<file path="src/decode_config.svh">
////////////////////////////////////////
// Decode stage configuration
// Widths and feature switches
////////////////////////////////////////
`ifndef DECODE_CONFIG_SVH
`define DECODE_CONFIG_SVH

`define DEC_XLEN        32  // Data and PC width
`define DEC_NUM_WARPS   4
`define DEC_NUM_THREADS 4   // Thread mask width
`define DEC_UUID_W      8   // Trace uuid width

// Multiply/divide decode
`define DEC_EXT_M       1

`endif

</file>
<file path="src/rv_isa_pkg.sv">
////////////////////////////////////////
// RISC-V encodings
// Opcodes, funct and system codes, and
// the instruction field layout
////////////////////////////////////////
package rv_isa_pkg;

    localparam logic [6:0] INST_I     = 7'b0010011;
    localparam logic [6:0] INST_R     = 7'b0110011;
    localparam logic [6:0] INST_LUI   = 7'b0110111;
    localparam logic [6:0] INST_AUIPC = 7'b0010111;
    localparam logic [6:0] INST_JAL   = 7'b1101111;
    localparam logic [6:0] INST_JALR  = 7'b1100111;
    localparam logic [6:0] INST_B     = 7'b1100011;
    localparam logic [6:0] INST_L     = 7'b0000011;
    localparam logic [6:0] INST_S     = 7'b0100011;
    localparam logic [6:0] INST_FENCE = 7'b0001111;
    localparam logic [6:0] INST_SYS   = 7'b1110011;
    localparam logic [6:0] INST_EXT1  = 7'b0001011; // custom-0, warp control

    localparam logic [6:0] INST_R_F7_MUL = 7'b0000001;

    // System immediates
    localparam logic [11:0] SYS_ECALL  = 12'h000;
    localparam logic [11:0] SYS_EBREAK = 12'h001;
    localparam logic [11:0] SYS_URET   = 12'h002;
    localparam logic [11:0] SYS_SRET   = 12'h102;
    localparam logic [11:0] SYS_MRET   = 12'h302;

    typedef struct packed {
        logic [6:0] funct7;
        logic [4:0] rs2;
    } r_hi_t;

    // Top 12 bits seen as funct7/rs2 or as the I immediate
    typedef union packed {
        r_hi_t       r;
        logic [11:0] u_12;
    } hi_t;

    typedef struct packed {
        hi_t        hi;
        logic [4:0] rs1;
        logic [2:0] funct3;
        logic [4:0] rd;
        logic [6:0] opcode;
    } instr_fields_t;

endpackage

</file>
<file path="src/gpu_decode_pkg.sv">
////////////////////////////////////////
// Decode pipeline types
// Units, operation codes, arguments and
// the records passed between stages
////////////////////////////////////////
`include "decode_config.svh"

package gpu_decode_pkg;

    localparam int WID_W = (`DEC_NUM_WARPS > 1) ? $clog2(`DEC_NUM_WARPS) : 1;

    typedef enum logic [1:0] {EX_ALU, EX_LSU, EX_SFU} ex_type_e;

    typedef enum logic [1:0] {
        ALU_TYPE_ARITH, ALU_TYPE_BRANCH, ALU_TYPE_MULDIV
    } alu_xtype_e;

    typedef logic [3:0] op_type_t; // Meaning set by ex_type

    typedef enum logic [3:0] {
        ALU_ADD, ALU_SUB, ALU_SLL, ALU_SLT, ALU_SLTU, ALU_XOR,
        ALU_SRL, ALU_SRA, ALU_OR, ALU_AND, ALU_LUI, ALU_AUIPC
    } alu_op_e;

    typedef enum logic [3:0] {
        BR_BEQ, BR_BNE, BR_BLT, BR_BGE, BR_BLTU, BR_BGEU,
        BR_ECALL, BR_EBREAK, BR_URET, BR_SRET, BR_MRET, BR_JAL, BR_JALR
    } br_op_e;

    typedef enum logic [3:0] {
        M_MUL, M_MULH, M_MULHSU, M_MULHU, M_DIV, M_DIVU, M_REM, M_REMU
    } mul_op_e;

    typedef enum logic [3:0] {
        SFU_TMC, SFU_WSPAWN, SFU_SPLIT, SFU_JOIN,
        SFU_BARRIER, SFU_PRED, SFU_ARRIVE, SFU_WAIT,
        SFU_CSRRW = 4'd8, SFU_CSRRS, SFU_CSRRC
    } sfu_op_e;

    // Loads are {0,funct3}, stores {1,funct3}
    localparam op_type_t LSU_FENCE = 4'hf;

    typedef struct packed {
        alu_xtype_e  xtype;
        logic        use_pc;
        logic        use_imm;
        logic [19:0] imm20;
    } alu_args_t;

    typedef struct packed {
        logic [10:0] rsvd;
        logic        is_store;
        logic [11:0] offset12;
    } lsu_args_t;

    typedef struct packed {
        logic [3:0]  rsvd;
        logic        is_write; // CSR access writes
        logic        is_neg;   // Warp control polarity
        logic        use_imm;
        logic [4:0]  imm5;
        logic [11:0] addr12;
    } csr_args_t;

    typedef union packed {
        alu_args_t alu;
        lsu_args_t lsu;
        csr_args_t csr;
    } op_args_t;

    typedef logic [4:0] reg_id_t;

    typedef struct packed {
        logic [`DEC_UUID_W-1:0]      uuid;
        logic [WID_W-1:0]            wid;
        logic [`DEC_NUM_THREADS-1:0] tmask;
        logic [`DEC_XLEN-1:0]        pc;
        logic [31:0]                 instr;
    } fetch_t;

    typedef struct packed {
        logic [`DEC_UUID_W-1:0]      uuid;
        logic [WID_W-1:0]            wid;
        logic [`DEC_NUM_THREADS-1:0] tmask;
        logic [`DEC_XLEN-1:0]        pc;
        ex_type_e                    ex_type;
        op_type_t                    op_type;
        op_args_t                    op_args;
        logic                        wb;
        logic [2:0]                  used_rs; // rs3, rs2, rs1
        reg_id_t                     rd;
        reg_id_t                     rs1;
        reg_id_t                     rs2;
    } decoded_t;

    typedef struct packed {
        logic [WID_W-1:0] wid;
        logic             unlock;
    } sched_note_t;

endpackage

</file>
<file path="src/op_select.sv">
`timescale 1ns/10ps
////////////////////////////////////////
// Field and operation decode
// Slices the instruction, builds the
// immediates and funct operation codes
////////////////////////////////////////
module op_select (
    input  logic [31:0]               instr,
    output rv_isa_pkg::instr_fields_t fields,
    output gpu_decode_pkg::op_type_t  alu_op,
    output gpu_decode_pkg::op_type_t  br_op,
    output gpu_decode_pkg::op_type_t  sys_op,
    output gpu_decode_pkg::op_type_t  mul_op,
    output logic [11:0]               i_imm,
    output logic [11:0]               s_imm,
    output logic [11:0]               b_imm,
    output logic [19:0]               ui_imm,
    output logic [19:0]               jal_imm,
    output logic                      csr_write
);

    logic is_itype_sh;
    logic is_sub;

    assign fields      = rv_isa_pkg::instr_fields_t'(instr);
    assign is_itype_sh = fields.funct3[0] && !fields.funct3[1]; // SLLI, SRLI, SRAI
    assign is_sub      = fields.opcode[5] && fields.hi.r.funct7[5];

    assign i_imm   = is_itype_sh ? {7'b0, fields.hi.r.rs2} : fields.hi.u_12;
    assign s_imm   = {fields.hi.r.funct7, fields.rd};
    assign b_imm   = {instr[31], instr[7], instr[30:25], instr[11:8]};
    assign ui_imm  = instr[31:12];
    assign jal_imm = {instr[31], instr[19:12], instr[20], instr[30:21]};

    always_comb begin
        case (fields.funct3)
            3'h0: alu_op = is_sub ? gpu_decode_pkg::ALU_SUB : gpu_decode_pkg::ALU_ADD;
            3'h1: alu_op = gpu_decode_pkg::ALU_SLL;
            3'h2: alu_op = gpu_decode_pkg::ALU_SLT;
            3'h3: alu_op = gpu_decode_pkg::ALU_SLTU;
            3'h4: alu_op = gpu_decode_pkg::ALU_XOR;
            3'h5: alu_op = fields.hi.r.funct7[5] ? gpu_decode_pkg::ALU_SRA
                                                 : gpu_decode_pkg::ALU_SRL;
            3'h6: alu_op = gpu_decode_pkg::ALU_OR;
            default: alu_op = gpu_decode_pkg::ALU_AND;
        endcase
    end

    always_comb begin
        case (fields.funct3)
            3'h1: br_op = gpu_decode_pkg::BR_BNE;
            3'h4: br_op = gpu_decode_pkg::BR_BLT;
            3'h5: br_op = gpu_decode_pkg::BR_BGE;
            3'h6: br_op = gpu_decode_pkg::BR_BLTU;
            3'h7: br_op = gpu_decode_pkg::BR_BGEU;
            default: br_op = gpu_decode_pkg::BR_BEQ;
        endcase
    end

    always_comb begin
        case (fields.hi.u_12)
            rv_isa_pkg::SYS_EBREAK: sys_op = gpu_decode_pkg::BR_EBREAK;
            rv_isa_pkg::SYS_URET:   sys_op = gpu_decode_pkg::BR_URET;
            rv_isa_pkg::SYS_SRET:   sys_op = gpu_decode_pkg::BR_SRET;
            rv_isa_pkg::SYS_MRET:   sys_op = gpu_decode_pkg::BR_MRET;
            default:                sys_op = gpu_decode_pkg::BR_ECALL;
        endcase
    end

    // M codes follow funct3 order
    assign mul_op = gpu_decode_pkg::op_type_t'(gpu_decode_pkg::M_MUL) + {1'b0, fields.funct3};

    always_comb begin
        case (fields.funct3)
            3'b001, 3'b101: csr_write = 1'b1;                  // CSRRW, CSRRWI
            3'b010, 3'b011,
            3'b110, 3'b111: csr_write = (fields.rs1 != 5'd0); // Set/clear, rs1 or uimm
            default:        csr_write = 1'b0;
        endcase
    end

endmodule

</file>
<file path="src/unit_decode.sv">
`timescale 1ns/10ps
////////////////////////////////////////
// Execute unit routing
// Picks unit, operation and arguments,
// register usage and the warp stall
////////////////////////////////////////
`include "decode_config.svh"

module unit_decode (
    input  rv_isa_pkg::instr_fields_t fields,
    input  gpu_decode_pkg::op_type_t  alu_op,
    input  gpu_decode_pkg::op_type_t  br_op,
    input  gpu_decode_pkg::op_type_t  sys_op,
    input  gpu_decode_pkg::op_type_t  mul_op,
    input  logic [11:0]               i_imm,
    input  logic [11:0]               s_imm,
    input  logic [11:0]               b_imm,
    input  logic [19:0]               ui_imm,
    input  logic [19:0]               jal_imm,
    input  logic                      csr_write,
    output gpu_decode_pkg::ex_type_e  ex_type,
    output gpu_decode_pkg::op_type_t  op_type,
    output gpu_decode_pkg::op_args_t  op_args,
    output logic                      wb,
    output logic [2:0]                used_rs,
    output gpu_decode_pkg::reg_id_t   rd,
    output gpu_decode_pkg::reg_id_t   rs1,
    output gpu_decode_pkg::reg_id_t   rs2,
    output logic                      wstall
);

    logic        use_rd;
    logic        use_rs1;
    logic        use_rs2;
    logic        is_mul;
    logic [19:0] u12_sext;

    assign is_mul   = (`DEC_EXT_M != 0) && (fields.hi.r.funct7 == rv_isa_pkg::INST_R_F7_MUL);
    assign u12_sext = {{8{fields.hi.u_12[11]}}, fields.hi.u_12};

    always_comb begin
        ex_type = gpu_decode_pkg::EX_ALU;
        op_type = '0;
        op_args = '0; // ARITH, no PC, no imm
        wstall  = 1'b0;
        use_rd  = 1'b0;
        use_rs1 = 1'b0;
        use_rs2 = 1'b0;
        case (fields.opcode)
            rv_isa_pkg::INST_I: begin
                op_type = alu_op;
                op_args.alu.use_imm = 1'b1;
                op_args.alu.imm20 = {{8{i_imm[11]}}, i_imm};
                use_rd  = 1'b1;
                use_rs1 = 1'b1;
            end
            rv_isa_pkg::INST_R: begin
                op_type = is_mul ? mul_op : alu_op;
                if (is_mul) begin
                    op_args.alu.xtype = gpu_decode_pkg::ALU_TYPE_MULDIV;
                end
                use_rd  = 1'b1;
                use_rs1 = 1'b1;
                use_rs2 = 1'b1;
            end
            rv_isa_pkg::INST_LUI,
            rv_isa_pkg::INST_AUIPC: begin
                op_type = fields.opcode[5] ? gpu_decode_pkg::ALU_LUI : gpu_decode_pkg::ALU_AUIPC;
                op_args.alu.use_pc  = !fields.opcode[5];
                op_args.alu.use_imm = 1'b1;
                op_args.alu.imm20   = ui_imm;
                use_rd = 1'b1;
            end
            rv_isa_pkg::INST_JAL: begin
                op_type = gpu_decode_pkg::BR_JAL;
                op_args.alu.xtype   = gpu_decode_pkg::ALU_TYPE_BRANCH;
                op_args.alu.use_pc  = 1'b1;
                op_args.alu.use_imm = 1'b1;
                op_args.alu.imm20   = jal_imm;
                wstall = 1'b1;
                use_rd = 1'b1;
            end
            rv_isa_pkg::INST_JALR: begin
                op_type = gpu_decode_pkg::BR_JALR;
                op_args.alu.xtype   = gpu_decode_pkg::ALU_TYPE_BRANCH;
                op_args.alu.use_imm = 1'b1;
                op_args.alu.imm20   = u12_sext;
                wstall  = 1'b1;
                use_rd  = 1'b1;
                use_rs1 = 1'b1;
            end
            rv_isa_pkg::INST_B: begin
                op_type = br_op;
                op_args.alu.xtype   = gpu_decode_pkg::ALU_TYPE_BRANCH;
                op_args.alu.use_pc  = 1'b1;
                op_args.alu.use_imm = 1'b1;
                op_args.alu.imm20   = {{8{b_imm[11]}}, b_imm};
                wstall  = 1'b1;
                use_rs1 = 1'b1;
                use_rs2 = 1'b1;
            end
            rv_isa_pkg::INST_L,
            rv_isa_pkg::INST_S: begin
                ex_type = gpu_decode_pkg::EX_LSU;
                op_type = {fields.opcode[5], fields.funct3};
                op_args.lsu.is_store = fields.opcode[5];
                op_args.lsu.offset12 = fields.opcode[5] ? s_imm : fields.hi.u_12;
                use_rd  = !fields.opcode[5];
                use_rs1 = 1'b1;
                use_rs2 = fields.opcode[5]; // Store data
            end
            rv_isa_pkg::INST_FENCE: begin
                ex_type = gpu_decode_pkg::EX_LSU;
                op_type = gpu_decode_pkg::LSU_FENCE;
            end
            rv_isa_pkg::INST_SYS: begin
                use_rd = 1'b1;
                if (fields.funct3[1:0] != 2'b00) begin
                    ex_type = gpu_decode_pkg::EX_SFU;
                    case (fields.funct3[1:0])
                        2'b01:   op_type = gpu_decode_pkg::SFU_CSRRW;
                        2'b10:   op_type = gpu_decode_pkg::SFU_CSRRS;
                        default: op_type = gpu_decode_pkg::SFU_CSRRC;
                    endcase
                    op_args.csr.addr12   = fields.hi.u_12;
                    op_args.csr.use_imm  = fields.funct3[2];
                    op_args.csr.imm5     = fields.rs1;
                    op_args.csr.is_write = csr_write;
                    use_rs1 = !fields.funct3[2];
                end else begin
                    // Trap and return redirect with PC + 4
                    op_type = sys_op;
                    op_args.alu.xtype   = gpu_decode_pkg::ALU_TYPE_BRANCH;
                    op_args.alu.use_pc  = 1'b1;
                    op_args.alu.use_imm = 1'b1;
                    op_args.alu.imm20   = 20'd4;
                    wstall = 1'b1;
                end
            end
            rv_isa_pkg::INST_EXT1: begin
                if (fields.hi.r.funct7 == 7'h00) begin
                    ex_type = gpu_decode_pkg::EX_SFU;
                    op_type = {1'b0, fields.funct3}; // TMC..WAIT
                    wstall  = 1'b1;
                    use_rs1 = 1'b1;
                    use_rs2 = fields.funct3 inside {3'h1, 3'h4, 3'h5, 3'h6, 3'h7};
                    use_rd  = fields.funct3 inside {3'h2, 3'h6}; // SPLIT, ARRIVE
                    if (fields.funct3 == 3'h2) begin
                        op_args.csr.is_neg = fields.hi.r.rs2[0];
                    end else if (fields.funct3 == 3'h5) begin
                        op_args.csr.is_neg = fields.rd[0];
                    end
                end
            end
            default: ;
        endcase
    end

    assign rd      = use_rd ? fields.rd : '0;
    assign rs1     = use_rs1 ? fields.rs1 : '0;
    assign rs2     = use_rs2 ? fields.hi.r.rs2 : '0;
    assign used_rs = {1'b0, use_rs2, use_rs1};
    assign wb      = use_rd && (fields.rd != 5'd0); // No writes to x0

endmodule

</file>
<file path="src/decode_buf.sv">
`timescale 1ns/10ps
////////////////////////////////////////
// Decode result buffer
// One-entry elastic register to issue
////////////////////////////////////////
module decode_buf (
    input  logic                     clk,
    input  logic                     rst_n,
    input  logic                     in_valid,
    output logic                     in_ready,
    input  gpu_decode_pkg::decoded_t in_data,
    output logic                     out_valid,
    input  logic                     out_ready,
    output gpu_decode_pkg::decoded_t out_data
);

    // Accept when empty or draining this cycle
    assign in_ready = !out_valid || out_ready;

    always_ff @(posedge clk or negedge rst_n) begin
        if (!rst_n) begin
            out_valid <= 1'b0;
        end else if (in_ready) begin
            out_valid <= in_valid;
        end
    end

    always_ff @(posedge clk) begin
        if (in_valid && in_ready) begin
            out_data <= in_data;
        end
    end

endmodule

</file>
<file path="src/decode_stage.sv">
`timescale 1ns/10ps
////////////////////////////////////////
// SIMT instruction decode stage
// Decodes fetched words toward issue and
// notifies the warp scheduler
////////////////////////////////////////
module decode_stage (
    input  logic                        clk,
    input  logic                        rst_n,
    input  logic                        fetch_valid,
    output logic                        fetch_ready,
    input  gpu_decode_pkg::fetch_t      fetch_data,
    output logic                        issue_valid,
    input  logic                        issue_ready,
    output gpu_decode_pkg::decoded_t    issue_data,
    output logic                        sched_valid,
    output gpu_decode_pkg::sched_note_t sched_data
);

    rv_isa_pkg::instr_fields_t fields;
    gpu_decode_pkg::op_type_t  alu_op;
    gpu_decode_pkg::op_type_t  br_op;
    gpu_decode_pkg::op_type_t  sys_op;
    gpu_decode_pkg::op_type_t  mul_op;
    logic [11:0]               i_imm;
    logic [11:0]               s_imm;
    logic [11:0]               b_imm;
    logic [19:0]               ui_imm;
    logic [19:0]               jal_imm;
    logic                      csr_write;
    logic                      wstall;
    gpu_decode_pkg::decoded_t  dec;

    op_select op_select0 (
        .instr     (fetch_data.instr),
        .fields    (fields),
        .alu_op    (alu_op),
        .br_op     (br_op),
        .sys_op    (sys_op),
        .mul_op    (mul_op),
        .i_imm     (i_imm),
        .s_imm     (s_imm),
        .b_imm     (b_imm),
        .ui_imm    (ui_imm),
        .jal_imm   (jal_imm),
        .csr_write (csr_write)
    );

    unit_decode unit_decode0 (
        .fields    (fields),
        .alu_op    (alu_op),
        .br_op     (br_op),
        .sys_op    (sys_op),
        .mul_op    (mul_op),
        .i_imm     (i_imm),
        .s_imm     (s_imm),
        .b_imm     (b_imm),
        .ui_imm    (ui_imm),
        .jal_imm   (jal_imm),
        .csr_write (csr_write),
        .ex_type   (dec.ex_type),
        .op_type   (dec.op_type),
        .op_args   (dec.op_args),
        .wb        (dec.wb),
        .used_rs   (dec.used_rs),
        .rd        (dec.rd),
        .rs1       (dec.rs1),
        .rs2       (dec.rs2),
        .wstall    (wstall)
    );

    // Fetch-side fields ride along
    assign dec.uuid  = fetch_data.uuid;
    assign dec.wid   = fetch_data.wid;
    assign dec.tmask = fetch_data.tmask;
    assign dec.pc    = fetch_data.pc;

    decode_buf decode_buf0 (
        .clk       (clk),
        .rst_n     (rst_n),
        .in_valid  (fetch_valid),
        .in_ready  (fetch_ready),
        .in_data   (dec),
        .out_valid (issue_valid),
        .out_ready (issue_ready),
        .out_data  (issue_data)
    );

    assign sched_valid       = fetch_valid && fetch_ready; // Strobe per accepted fetch
    assign sched_data.wid    = fetch_data.wid;
    assign sched_data.unlock = !wstall;

endmodule

</file>
<file path="config.mk">
export PLATFORM = sky130hd
export DESIGN_NAME = decode_stage
export DESIGN_NICKNAME = d
export VERILOG_FILES = /design/src/rv_isa_pkg.sv /design/src/gpu_decode_pkg.sv /design/src/op_select.sv /design/src/unit_decode.sv /design/src/decode_buf.sv /design/src/decode_stage.sv
export VERILOG_INCLUDE_DIRS = /design/src
export SDC_FILE = /design/constraint.sdc
export NUM_CORES = 1
export LEC_CHECK = 0
export ABC_AREA = 1
export BUFFER_PORTS_ARGS = -buffer_cell sky130_fd_sc_hd__buf_2
export CAP_MARGIN = 10
export CORE_MARGIN = 4
export CORE_UTILIZATION = 49
export DETAILED_ROUTE_END_ITERATION = 8
export PLACE_DENSITY = 0.83
export SYNTH_ARGS = -nofsm -noshare
export SYNTH_HDL_FRONTEND = slang
export SYNTH_SLANG_ARGS = --single-unit
</file>
<file path="constraint.sdc">
create_clock -name clk -period 7.7 [get_ports clk]
set_input_delay 0.385 -clock clk [delete_from_list [all_inputs] [get_ports clk]]
set_output_delay 0.385 -clock clk [all_outputs]
set_load 0.01 [all_outputs]
</file>
==> After elaboration in Yosys (flattened, before gate mapping) <==
Cells that the tools add are included.
{ "classes": {"n_reduce_logical": 29, "n_mux": 39, "eq_ne": 26} }
{ "op_table": {"columns": ["op", "n"], "rows": [
  ["$pmux 13 s7", 1],
  ["$pmux 4 s10", 1],
  ["$eq 7x7->1 const B", 4],
  ["$pmux 4 s7", 1],
  ["$pmux 5 s5", 1],
  ["$eq 7x6->1 const B", 3],
  ["$mux 18", 1],
  ["$pmux 2 s3", 3],
  ["$pmux 4 s4", 1],
  ["$pmux 1 s3", 5],
  ["$pmux 3 s5", 1],
  ["$reduce_bool 5->1", 3],
  ["$eq 7x4->1 const B", 2],
  ["$eq 7x5->1 const B", 2],
  ["$eq 12x1->1 const B", 1],
  ["$eq 12x10->1 const B", 1],
  ["$eq 12x2->1 const B", 1],
  ["$eq 12x9->1 const B", 1],
  ["$eq 3x3->1 const B", 4],
  ["$mux 1", 12],
  ["$mux 12", 1],
  ["$reduce_or 2->1", 6],
  ["$mux 4", 2],
  ["$eq 7x1->1 const B", 1],
  ["other kinds (22)", 35]
]} }
{ "totals": {"register_bits": 95, "wordCells": 107, "inputBits": 82} }

==> Logic depth before layout (Yosys ltp) <==
Gate-level depths: netlist of run 1.
{ "logic_depth": {"ltp_word": 5, "ltp_mapped": 10} }

==> By module <==
Synthesis of run 1 repeated with hierarchy kept, for this count alone.
{ "hier_totals": {"cells_unflattened": 684, "area_unflattened_um2": 5894.4} }
{ "modules_own_cells": {"columns": ["module", "cells_per_inst", "instances", "seq_area_each_um2", "area_per_inst_um2"], "rows": [
  ["decode_buf", 101, 1, 2877.8, 2897.8],
  ["unit_decode", 407, 1, 0.0, 1878.1],
  ["op_select", 171, 1, 0.0, 1092.3],
  ["decode_stage", 5, 1, 0.0, 26.3]
]} }

==> Least setup slack after synthesis of run 1 <==
OpenSTA, ideal clock, no wires.
{ "synth_path": {"path_kind": "reg2reg", "start": "register decode_buf0.out_valid", "end": "register decode_buf0.out_data[0] in the netlist's numbering (enable)", "arrival_ps": 5139, "required_time_ps": 7116, "path_stages_with_launch": 2, "setup_time_ps": 584, "path_buffers": 0, "path_slack_ps": 1976, "period_less_slack_ps": 5724, "path_cell_list": "dfrtp_1 -> a21oi_1"} }
{ "synth_between": {"elab_chain_len": 3} }
{ "synth_rtl": {"columns": ["element", "line", "text"], "rows": [
  ["start: declaration", "decode_buf.sv:12", "output logic out_valid,"],
  ["start signal: assignment", "decode_buf.sv:24", "out_valid <= in_valid;"],
  ["$logic_not 1->1", "decode_buf.sv:18", "assign in_ready = !out_valid || out_ready;"],
  ["$logic_or 1x1->1", "decode_buf.sv:18", null],
  ["$logic_and 1x1->1", null, null],
  ["named net sched_valid", "decode_stage.sv:16", "output logic sched_valid,"],
  ["end signal: assignment", "decode_buf.sv:30", "out_data <= in_data;"],
  ["end: declaration", "decode_buf.sv:14", "output gpu_decode_pkg::decoded_t out_data"]
]} }
The timed path passes the listed nets, and every way through them passes these cells.
A chain may end at the register's enable or synchronous reset.

==> Worst setup path in the final report of run 1 <==
{ "layout_path": {"start": "register decode_buf0.out_valid", "end": "output port sched_valid"} }
{ "layout_between": {"elab_chain_len": 3} }
{ "layout_rtl": {"columns": ["element", "line", "text"], "rows": [
  ["$logic_not 1->1", "decode_buf.sv:18", null],
  ["$logic_or 1x1->1", "decode_buf.sv:18", null],
  ["$logic_and 1x1->1", "decode_stage.sv:89", "assign sched_valid = fetch_valid && fetch_ready;"],
  ["end: declaration", "decode_stage.sv:16", null]
]} }
Every way passes these cells.

==> flow_summary.ini, run 1 <==
[outcome]
outcome = finished clean

[logic_synthesis]
synth-seq-cells = 95
synth_warnings = 0
synth.avg_cell_area_sq_um = 10.15
ys_types = 29
ys.flop_type = edfxtp_1
netlist_area_sq_mm = 0.004507
ys_seq_area_share_pct = 63.19
async_flop_share_pct = 1.053
syn_inst = 444
synth_edf_count = 94
syn_nets = 530

[sta]
slew_headroom_pct = 54.99
period_share_pct = 34.04
setup-tns-final_ps = 0
tightest_slew_ps = 675.2
final_max_slew_viol_count = 0
clock_skew_ps = 8.175
finalCriticalPeriod_ps = 2621
setup_ws_ps = 5079
timing.fmax_mhz = 381.6
hold_viol = 0
setup_viol = 0
rsz0062_at_grt = false

[critical_path]
ff2ff_path_depth = 3
cp.arrival_ps = 2240
critPathKind = register to output pin
worstPathMaxFanout = 55
end_kind = output pin
start_kind = register
r2r_start = decode_buf0.out_valid
required_ps = 7320
ff2ff_setup_slack_ps = 5700
r2r_end = decode_buf0.out_data[23]

[final_layout]
final_layout_size_suffix_gt1_share_pct = 37.17
fin_area_sq_mm = 0.005771
n_antenna_cell = 0
fillerInstances = 734
nets = 717
syn2layout_area_growth_pct = 28.04

[route]
routed_via_density = 5.276
drc_errors = 0
drtIter0Drc = 256
wire_per_inst_microns = 17.67
routed_wl_microns = 13130
dr.pass1.iters = 7
vias = 3920
antenna_left = 0

[hold_path]
hold_class = input port to register
holdPathEnd = decode_buf0.out_data[66]
hp-start = fetch_data[49]
min_path_cells = 1

[placed_design]
placedInstanceArea_sq_mm = 0.005500
hpwl_microns = 10280
io_buffers = 181
pre_cts_ws_ps = 4808
finalWeightedCongestion = 0.9465

[cts]
cts_buffers = 9
path_clk_slew_ps = 90
cts_tree = built
cts-root-buf = clkbuf_8
cts.sinks = 95
cts_resized = 0
clk_path_buf_depth = 2
htree_num_levels = 3
postCtsSetupRepairBufs = 0
clkLatencyLatePin_ps = 350

[global_routing]
grt_max_degree = 56
grt_overflow = 0
track_usage_pct = 24.16
antenna_found_initial = 0
grt_pass1_vias = 3839
grt_pass1_wl_microns = 20600

[job]
max-cap-violations = 0

[power]
power.density_mw_per_mm2 = 193.7
vdd_drop_max_mv = 0.09350
cellLeakagePower_nw = 2.855

[floorplan]
die_h_microns = 103.9
core.rowCount = 34
design.core.area_sq_mm = 0.008848
die_x_microns = 103.9
start_util_pct = 50.93
dieArea_sq_mm = 0.01080
ioPinCount = 183
-- logic make-up after synthesis --
kind of cell             after synthesis  synth area share [%]
AO/OA/AOI/OAI                         55                 6.969
adder cells (fa/ha/maj)                4                 1.111
buffers and inverters                 75                 7.052
flip-flops                            95                 63.19
other                                  1               0.08321
AND/OR/NAND/NOR                      214                 21.60
-- worst max-delay path by stage --
stage,endpoint,startpoint
global placement,sched_valid,issue_ready
global route,sched_valid,decode_buf0.out_valid
CTS,sched_valid,decode_buf0.out_valid
detailed placement,sched_valid,issue_ready
finish,sched_valid,decode_buf0.out_valid
floorplan,decode_buf0.out_data[0],decode_buf0.out_valid
-- layout make-up --
cell class                 count  area (sq um)  area share, %
tap                          108         135.1          2.342
clock buffer                   9         123.9          2.147
clock inverter                 6         116.4          2.016
timing repair buffer         184         943.4          16.35
sequential                    95          2848          49.35
multi-input combinational    274          1353          23.44
inverter                      67         251.5          4.358
-- sequential cells by signal (all words and copies together), names as in the netlist --
name	flops
decode_buf0.out_data	94
decode_buf0.out_valid	1
-- worst max-delay path, stage by stage, from the launching register on --
cell and delay [ps]:
dfrtp_1 430, a21oi_4 340, buf_12 250, buf_4 590, buf_2 250
-- timing repair --
| action | CTS | global route |
|---|---|---|
| hold buffers | 1 | 0 |
| hold endpoints to repair | 1 | 0 |
| setup endpoints to repair | 0 | 0 |
-- power breakdown --
part | switching, W | internal [W]
sequential | 0.00000597 | 0.000598
clock | 0.000170 | 0.000217
combinational | 0.0000817 | 0.0000452
total | 0.000258 | 0.000860
-- routing by layer --
metal | part of all wire, % | global-route usage [%]
met1 | 37 | 27.76
met2 | 52 | 43.41
met3 | 8.8 | 7.200
met4 | 1.6 | 7.217
met5 | 0 | 0
-- placed cells by master, fill, tap and decap left out, drive strengths merged, types with 3 or more instances in the layout --
cell and count:
buf 183, nand2 118, edfxtp 94, inv 69, nor2 61, nand3 24, a21oi 22, o21ai 17
o22ai 11, nand4 10, clkbuf 9, ha 4, o211ai 3, bufinv 3
-- synth_stat cells (2+ instances only) --
library cell	number	area share, %
o21ai_1	2	0.22
o211ai_1	3	0.50
nand3_2	3	0.67
ha_1	4	1.1
nand3_1	20	2.2
edfxtp_1	94	63
inv_1	58	4.8
buf_4	3	0.50
nand4_1	9	1.2
nand2_2	10	1.4
nor2_4	4	1.0
buf_2	2	0.22
inv_2	9	0.75
o21ai_0	14	1.6
nand2_1	107	8.9
a21oi_1	22	2.4
o22ai_1	11	1.5
nor2_2	7	0.97
nor2_1	50	4.2
buf_6	3	0.75
-- through the flow --
stage	total power, W	instances	hold WS, ps	util, %
6_report	0.001118	743	203.1	65.21
5_1_grt	0.001161	743	174.0	65.21
4_1_cts	0.001123	742	185.2	64.99
3_5_place_dp	0.0007410	726	161.9	62.16
3_3_place_gp	0.0007379	726	159.6	62.16
2_1_floorplan	0.0006790	444	89.41	-
(Power assumes the default switching activity.)
==> inputs of run 2 (changes only) <==
ABC_AREA = 0   (was 1)
CORE_UTILIZATION = 43   (was 49)
PLACE_DENSITY = 0.78   (was 0.83)
clock period = 2.3 ns   (was 7.7 ns; I/O delays follow)
==> run 2 against run 1 <==
  * Critical path depth is 4 higher
  * Via count fell by 2.5%
  * Register-to-register slack worse by 5000 ps
  * Setup slack worse by 4700 ps
  * Die area rose by 9.9%
  * Critical endpoint is now sched_data[0]
==> flow_summary.ini, run 2 <==
[outcome]
outcome = finished clean

[final_layout]
finalNonFillerCells = 693
fin_area_sq_mm = 0.006167
layout_common_cells = buf_2 (181), edfxtp_1 (94), dlygate4sd3_1 (48)
reg_top3 = decode_buf0.out_data (94), decode_buf0.out_valid (1)
n_antenna_cell = 0
final_common_cell = buf_2
largest_register_ffs = 94
syn2layout_area_growth_pct = 40.83
final_layout_size_suffix_gt1_share_pct = 39.64
nets = 641
largest_register = decode_buf0.out_data

[cts]
postCtsSetupRepairBufs = 0
clk_path_buf_depth = 2
path_clk_slew_ps = 100
htree_num_levels = 3
cts-root-buf = clkbuf_8
cts_buffers = 9
cts.sinks = 95
clkLatencyLatePin_ps = 360
cts_tree = built

[power]
power_w = 0.003983
power.density_mw_per_mm2 = 645.9
cellLeakagePower_nw = 2.587
vdd_drop_max_mv = 0.2719

[critical_path]
critPathKind = input port to output pin
path_cells = buf_2 > inv_1 > ha_1 > nand2_1 > nor2_1 > a31o_2 > nor2_1 > buf_2
cpPeakStageDelay_ps = 440
required_ps = 2180
path_buf_inv = 3
cp.arrival_ps = 1800
start_kind = input port
end_kind = output pin
r2r_start = decode_buf0.out_valid
worstPathMaxFanout = 8
critPathLaunch = fetch_data[13]
cp_top_family = simple AND/OR/NAND/NOR gates
slowest_stage = nor2_1

[route]
routed_via_density = 5.515
vias = 3822
antenna_left = 0
drc_errors = 0
dr.pass1.iters = 5
routed_wl_microns = 14900
drtIter0Drc = 378
wire_per_inst_microns = 21.50

[job]
max-cap-violations = 0

[logic_synthesis]
syn_nets = 413
ys_top_cells_by_area = edfxtp_1 (64%), a22oi_1 (2.4%), and2_1 (2.1%), nand2_1 (1.7%), nand3_1 (1.7%)
ys_top_cells_by_count = edfxtp_1 (94), nand2_1 (20), nor2_1 (16), and2_1 (15), nand3_1 (15)
synth_edf_count = 94
ys_types = 66
synth_warnings = 0
synth_top_area_share_pct = 64.46
ys_seq_area_share_pct = 65.03
synth-seq-cells = 95
yosys.area.top_type = edfxtp_1
ys.flop_type = edfxtp_1
async_flop_share_pct = 1.053
syn_inst = 327
netlist_area_sq_mm = 0.004379
synth.most_common_cell = edfxtp_1
synth.avg_cell_area_sq_um = 13.39

[sta]
rsz0062_at_grt = false
final_max_slew_viol_count = 0
timing.fmax_mhz = 522.4
setup-tns-final_ps = 0
hold_viol = 0
slew_headroom_pct = 62.61
period_share_pct = 83.23
holdWs_ps = 44.72
setup_viol = 0
finalCriticalPeriod_ps = 1914
clock_skew_ps = 11.18
tightest_slew_ps = 558.8

[global_routing]
met2_usage_pct = 43.60
use_met3_pct = 6.098
antenna_found_initial = 0
grt_pass1_wl_microns = 21520
grt_pass1_vias = 3746
grt_busiest_layer = met2
grt_overflow = 0
grt_max_degree = 31
track_usage_pct = 24.56
met1_usage_pct = 29.16

[placed_design]
place_inst = 629
placedInstanceArea_sq_mm = 0.005419
finalWeightedCongestion = 0.9428
io_buffers = 181
hpwl_microns = 10260

[floorplan]
core.rowCount = 36
die_h_microns = 108.9
design.core.area_sq_mm = 0.009864
ioPinCount = 183
dieArea_sq_mm = 0.01186
start_util_pct = 44.39
die_x_microns = 108.9

[hold_path]
hold_class = input port to async pin
[run 2: cell types whose count changed after synthesis, sizes merged, moves of 7 or more]
cell and delta:
a21oi -15, a22o +8, a22oi +14, and2 +15
buf +7, inv -59, nand2 -97, nand2b +7
nand3 -7, nor2 -42, nor2b +8, o22ai -9
[run 2: per-stage QoR]
stage          util (%)  worst slack, ps
2_1_floorplan         -            58.71
3_3_place_gp      54.93            350.4
3_5_place_dp      54.93            309.7
4_1_cts           62.52            437.5
5_1_grt           62.52            280.4
6_report          62.52            385.7
[run 2: area by class of cell]
| type | count | area [sq um] |
|---|---|---|
| Clock inverter | 6 | 140.1 |
| Sequential cell | 95 | 2848 |
| Inverter | 8 | 30.03 |
| Timing Repair Buffer | 234 | 1449 |
| Fill cell | 741 | 3697 |
| Clock buffer | 10 | 127.6 |
| Multi-Input combinational cell | 207 | 1406 |
| Tap cell | 133 | 166.4 |
[run 2: final timing paths]
kind	slack, ps	to	cells past startpoint
worst max-delay path	390	sched_data[0]	8
worst min-delay path	40	decode_buf0.out_valid	2
worst max register to register	690	decode_buf0.out_data[76]	3
worst min register to register	630	decode_buf0.out_valid	2
max in group asynchronous	2170	decode_buf0.out_valid	2
min in group clk	100	decode_buf0.out_data[13]	2
[run 2: what timing repair did]
item,in CTS,in global routing
hold endpoints to repair,48,0
gates resized for setup,0,0
hold buffers,48,0
[run 2: logic make-up (layout without fill, tap and decap cells)]
kind of cell / Yosys count / in the layout / share of synthesized area (%)
simple gates: 118 / 118 / 16.29
flops: 95 / 95 / 65.03
compound gates: 82 / 82 / 14.11
buf+inv: 25 / 258 / 2.914
fa+ha+maj: 4 / 4 / 1.143
other cells: 1 / 1 / 0.08563
xor+xnor: 1 / 1 / 0.2000
mux: 1 / 1 / 0.2286
[run 2: per-layer routing]
metal  routed length (microns)  share of wire, %
met4                       320               2.1
met3                      1452               9.7
met1                      5563                37
met2                      7566                51
met5                         0                 0
[run 2: power breakdown]
group	internal [W]	total [W]	switching (W)
Clock	0.000844	0.00143	0.000584
Combinational	0.000221	0.000531	0.000310
Sequential	0.00200	0.00202	0.0000236
Total	0.00307	0.00398	0.000918
==> inputs of run 3 (changes only) <==
clock period = 1.7 ns   (was 2.3 ns; I/O delays follow)
==> run 3 against run 2 <==
  * Global-route usage is 2.1 points higher
  * Via count up 9.9%
  * Flip-flop and latch count stayed put
  * Critical path type is now register to output pin
==> flow_summary.ini, run 3 (synthesis results as in run 2) <==
[outcome]
outcome = finished clean

[critical_path]
cp.arrival_ps = 1470
end_kind = output pin
worstPathMaxFanout = 23
required_ps = 1620
path_buf_inv = 2
path_cells = nand2b_1 > and2_4 > buf_12 > buf_2
critPathKind = register to output pin
cpPeakStageDelay_ps = 410
start_kind = register
cp_top_family = flip-flops
slowest_stage = dfrtp_1

[power]
vdd_drop_max_mv = 0.4538
power.density_mw_per_mm2 = 745.1
power_w = 0.004882
cellLeakagePower_nw = 2.843

[global_routing]
use_met3_pct = 6.217
grt_busiest_layer = met2
grt_pass1_wl_microns = 23520
grt_max_degree = 28
met2_usage_pct = 47.06
met1_usage_pct = 32.03
grt_overflow = 0
track_usage_pct = 26.67
grt_pass1_vias = 4225
antenna_found_initial = 0

[cts]
cts_tree = built
clkLatencyLatePin_ps = 360
htree_num_levels = 3
cts-root-buf = clkbuf_8
clk_path_buf_depth = 2
cts_buffers = 9
cts.sinks = 95
path_clk_slew_ps = 90

[route]
wire_per_inst_microns = 21.44
routed_via_density = 5.570
drtIter0Drc = 532
vias = 4200
drc_errors = 0
dr.pass1.iters = 5
antenna_left = 0
routed_wl_microns = 16170

[final_layout]
final_common_cell = buf_2
final_layout_size_suffix_gt1_share_pct = 45.57
reg_top3 = decode_buf0.out_data (94), decode_buf0.out_valid (1)
nets = 702
fillerInstances = 728
syn2layout_area_growth_pct = 49.63
final_core_util_pct = 66.43
largest_register = decode_buf0.out_data
layout_common_cells = buf_2 (181), edfxtp_1 (94), buf_4 (62)
largest_register_ffs = 94
n_antenna_cell = 0

[floorplan]
start_util_pct = 44.39
die_x_microns = 108.9
core.rowCount = 36
dieArea_sq_mm = 0.01186
design.core.area_sq_mm = 0.009864
ioPinCount = 183
die_h_microns = 108.9

[placed_design]
hpwl_microns = 11510
io_buffers = 181
finalWeightedCongestion = 0.9124

[sta]
setup_viol = 0
finalCriticalPeriod_ps = 1552
tightest_slew_ps = 687.1
period_share_pct = 91.29
final_max_slew_viol_count = 0
timing.fmax_mhz = 644.4
clock_skew_ps = 8.925
holdWs_ps = 24.18
hold_viol = 0
rsz0062_at_grt = false
slew_headroom_pct = 53.88

[hold_path]
hold_class = input port to async pin

[job]
max-cap-violations = 0
run 3: cell count changes in the layout (fill, tap and decap cells not counted), sizes merged:
cell,delta
clkbuf,-1
clkinvlp,+1
buf,+61
bufinv,-4
clkinv,+4
run 3: per-stage QoR:
stage	worst slack, ps	std cells	TNS [ps]	cell area [sq um]
6_report	148.1	754	0	6553
5_1_grt	31.30	754	0	6553
4_1_cts	88.78	754	0	6553
3_5_place_dp	-189.0	688	-1821	5887
3_3_place_gp	-172.1	688	-760.2	5887
2_1_floorplan	-39.01	327	-3667	4382
run 3: what timing repair did:
action	in CTS	in global routing
pin swaps	1	0
endpoints found under the setup margin	1	1
resized for setup	0	1
endpoints found under the hold margin	48	0
hold buffers	48	0
buffers inserted	2	0
run 3: final timing paths:
path	from	end	slack, ps	cells after the start
worst max-delay path	decode_buf0.out_valid	sched_valid	150	4
worst min-delay path	rst_n	decode_buf0.out_valid	20	2
worst max register to register	decode_buf0.out_valid	decode_buf0.out_data[14]	150	4
worst min register to register	decode_buf0.out_valid	decode_buf0.out_valid	670	2
max in group asynchronous	rst_n	decode_buf0.out_valid	1590	2
min in group clk	fetch_data[9]	decode_buf0.out_data[12]	90	2
run 3: per-layer routing:
| metal | share of wire (%) | up-vias |
|---|---|---|
| met5 | 0 | - |
| met4 | 2.8 | 0 |
| met3 | 11 | 45 |
| met2 | 50 | 314 |
| met1 | 36 | 1984 |
| li1 | - | 1857 |
run 3: layout make-up:
cell class / instances / area, sq um / share of cell area (%)
Clock buffer: 9 / 123.9 / 1.890
Clock inverter: 7 / 46.29 / 0.7065
Inverter: 8 / 30.03 / 0.4583
Multi-Input combinational cell: 207 / 1406 / 21.46
Sequential cell: 95 / 2848 / 43.46
Tap cell: 133 / 166.4 / 2.540
Timing Repair Buffer: 295 / 1932 / 29.48
run 3: report_power, final:
part / total (W) / internal, W / leakage [nW] / switching, W
clock: 0.00133 / 0.000533 / 0.0851 / 0.000793
sequential: 0.00274 / 0.00271 / 0.931 / 0.0000363
combinational: 0.000814 / 0.000369 / 1.83 / 0.000445
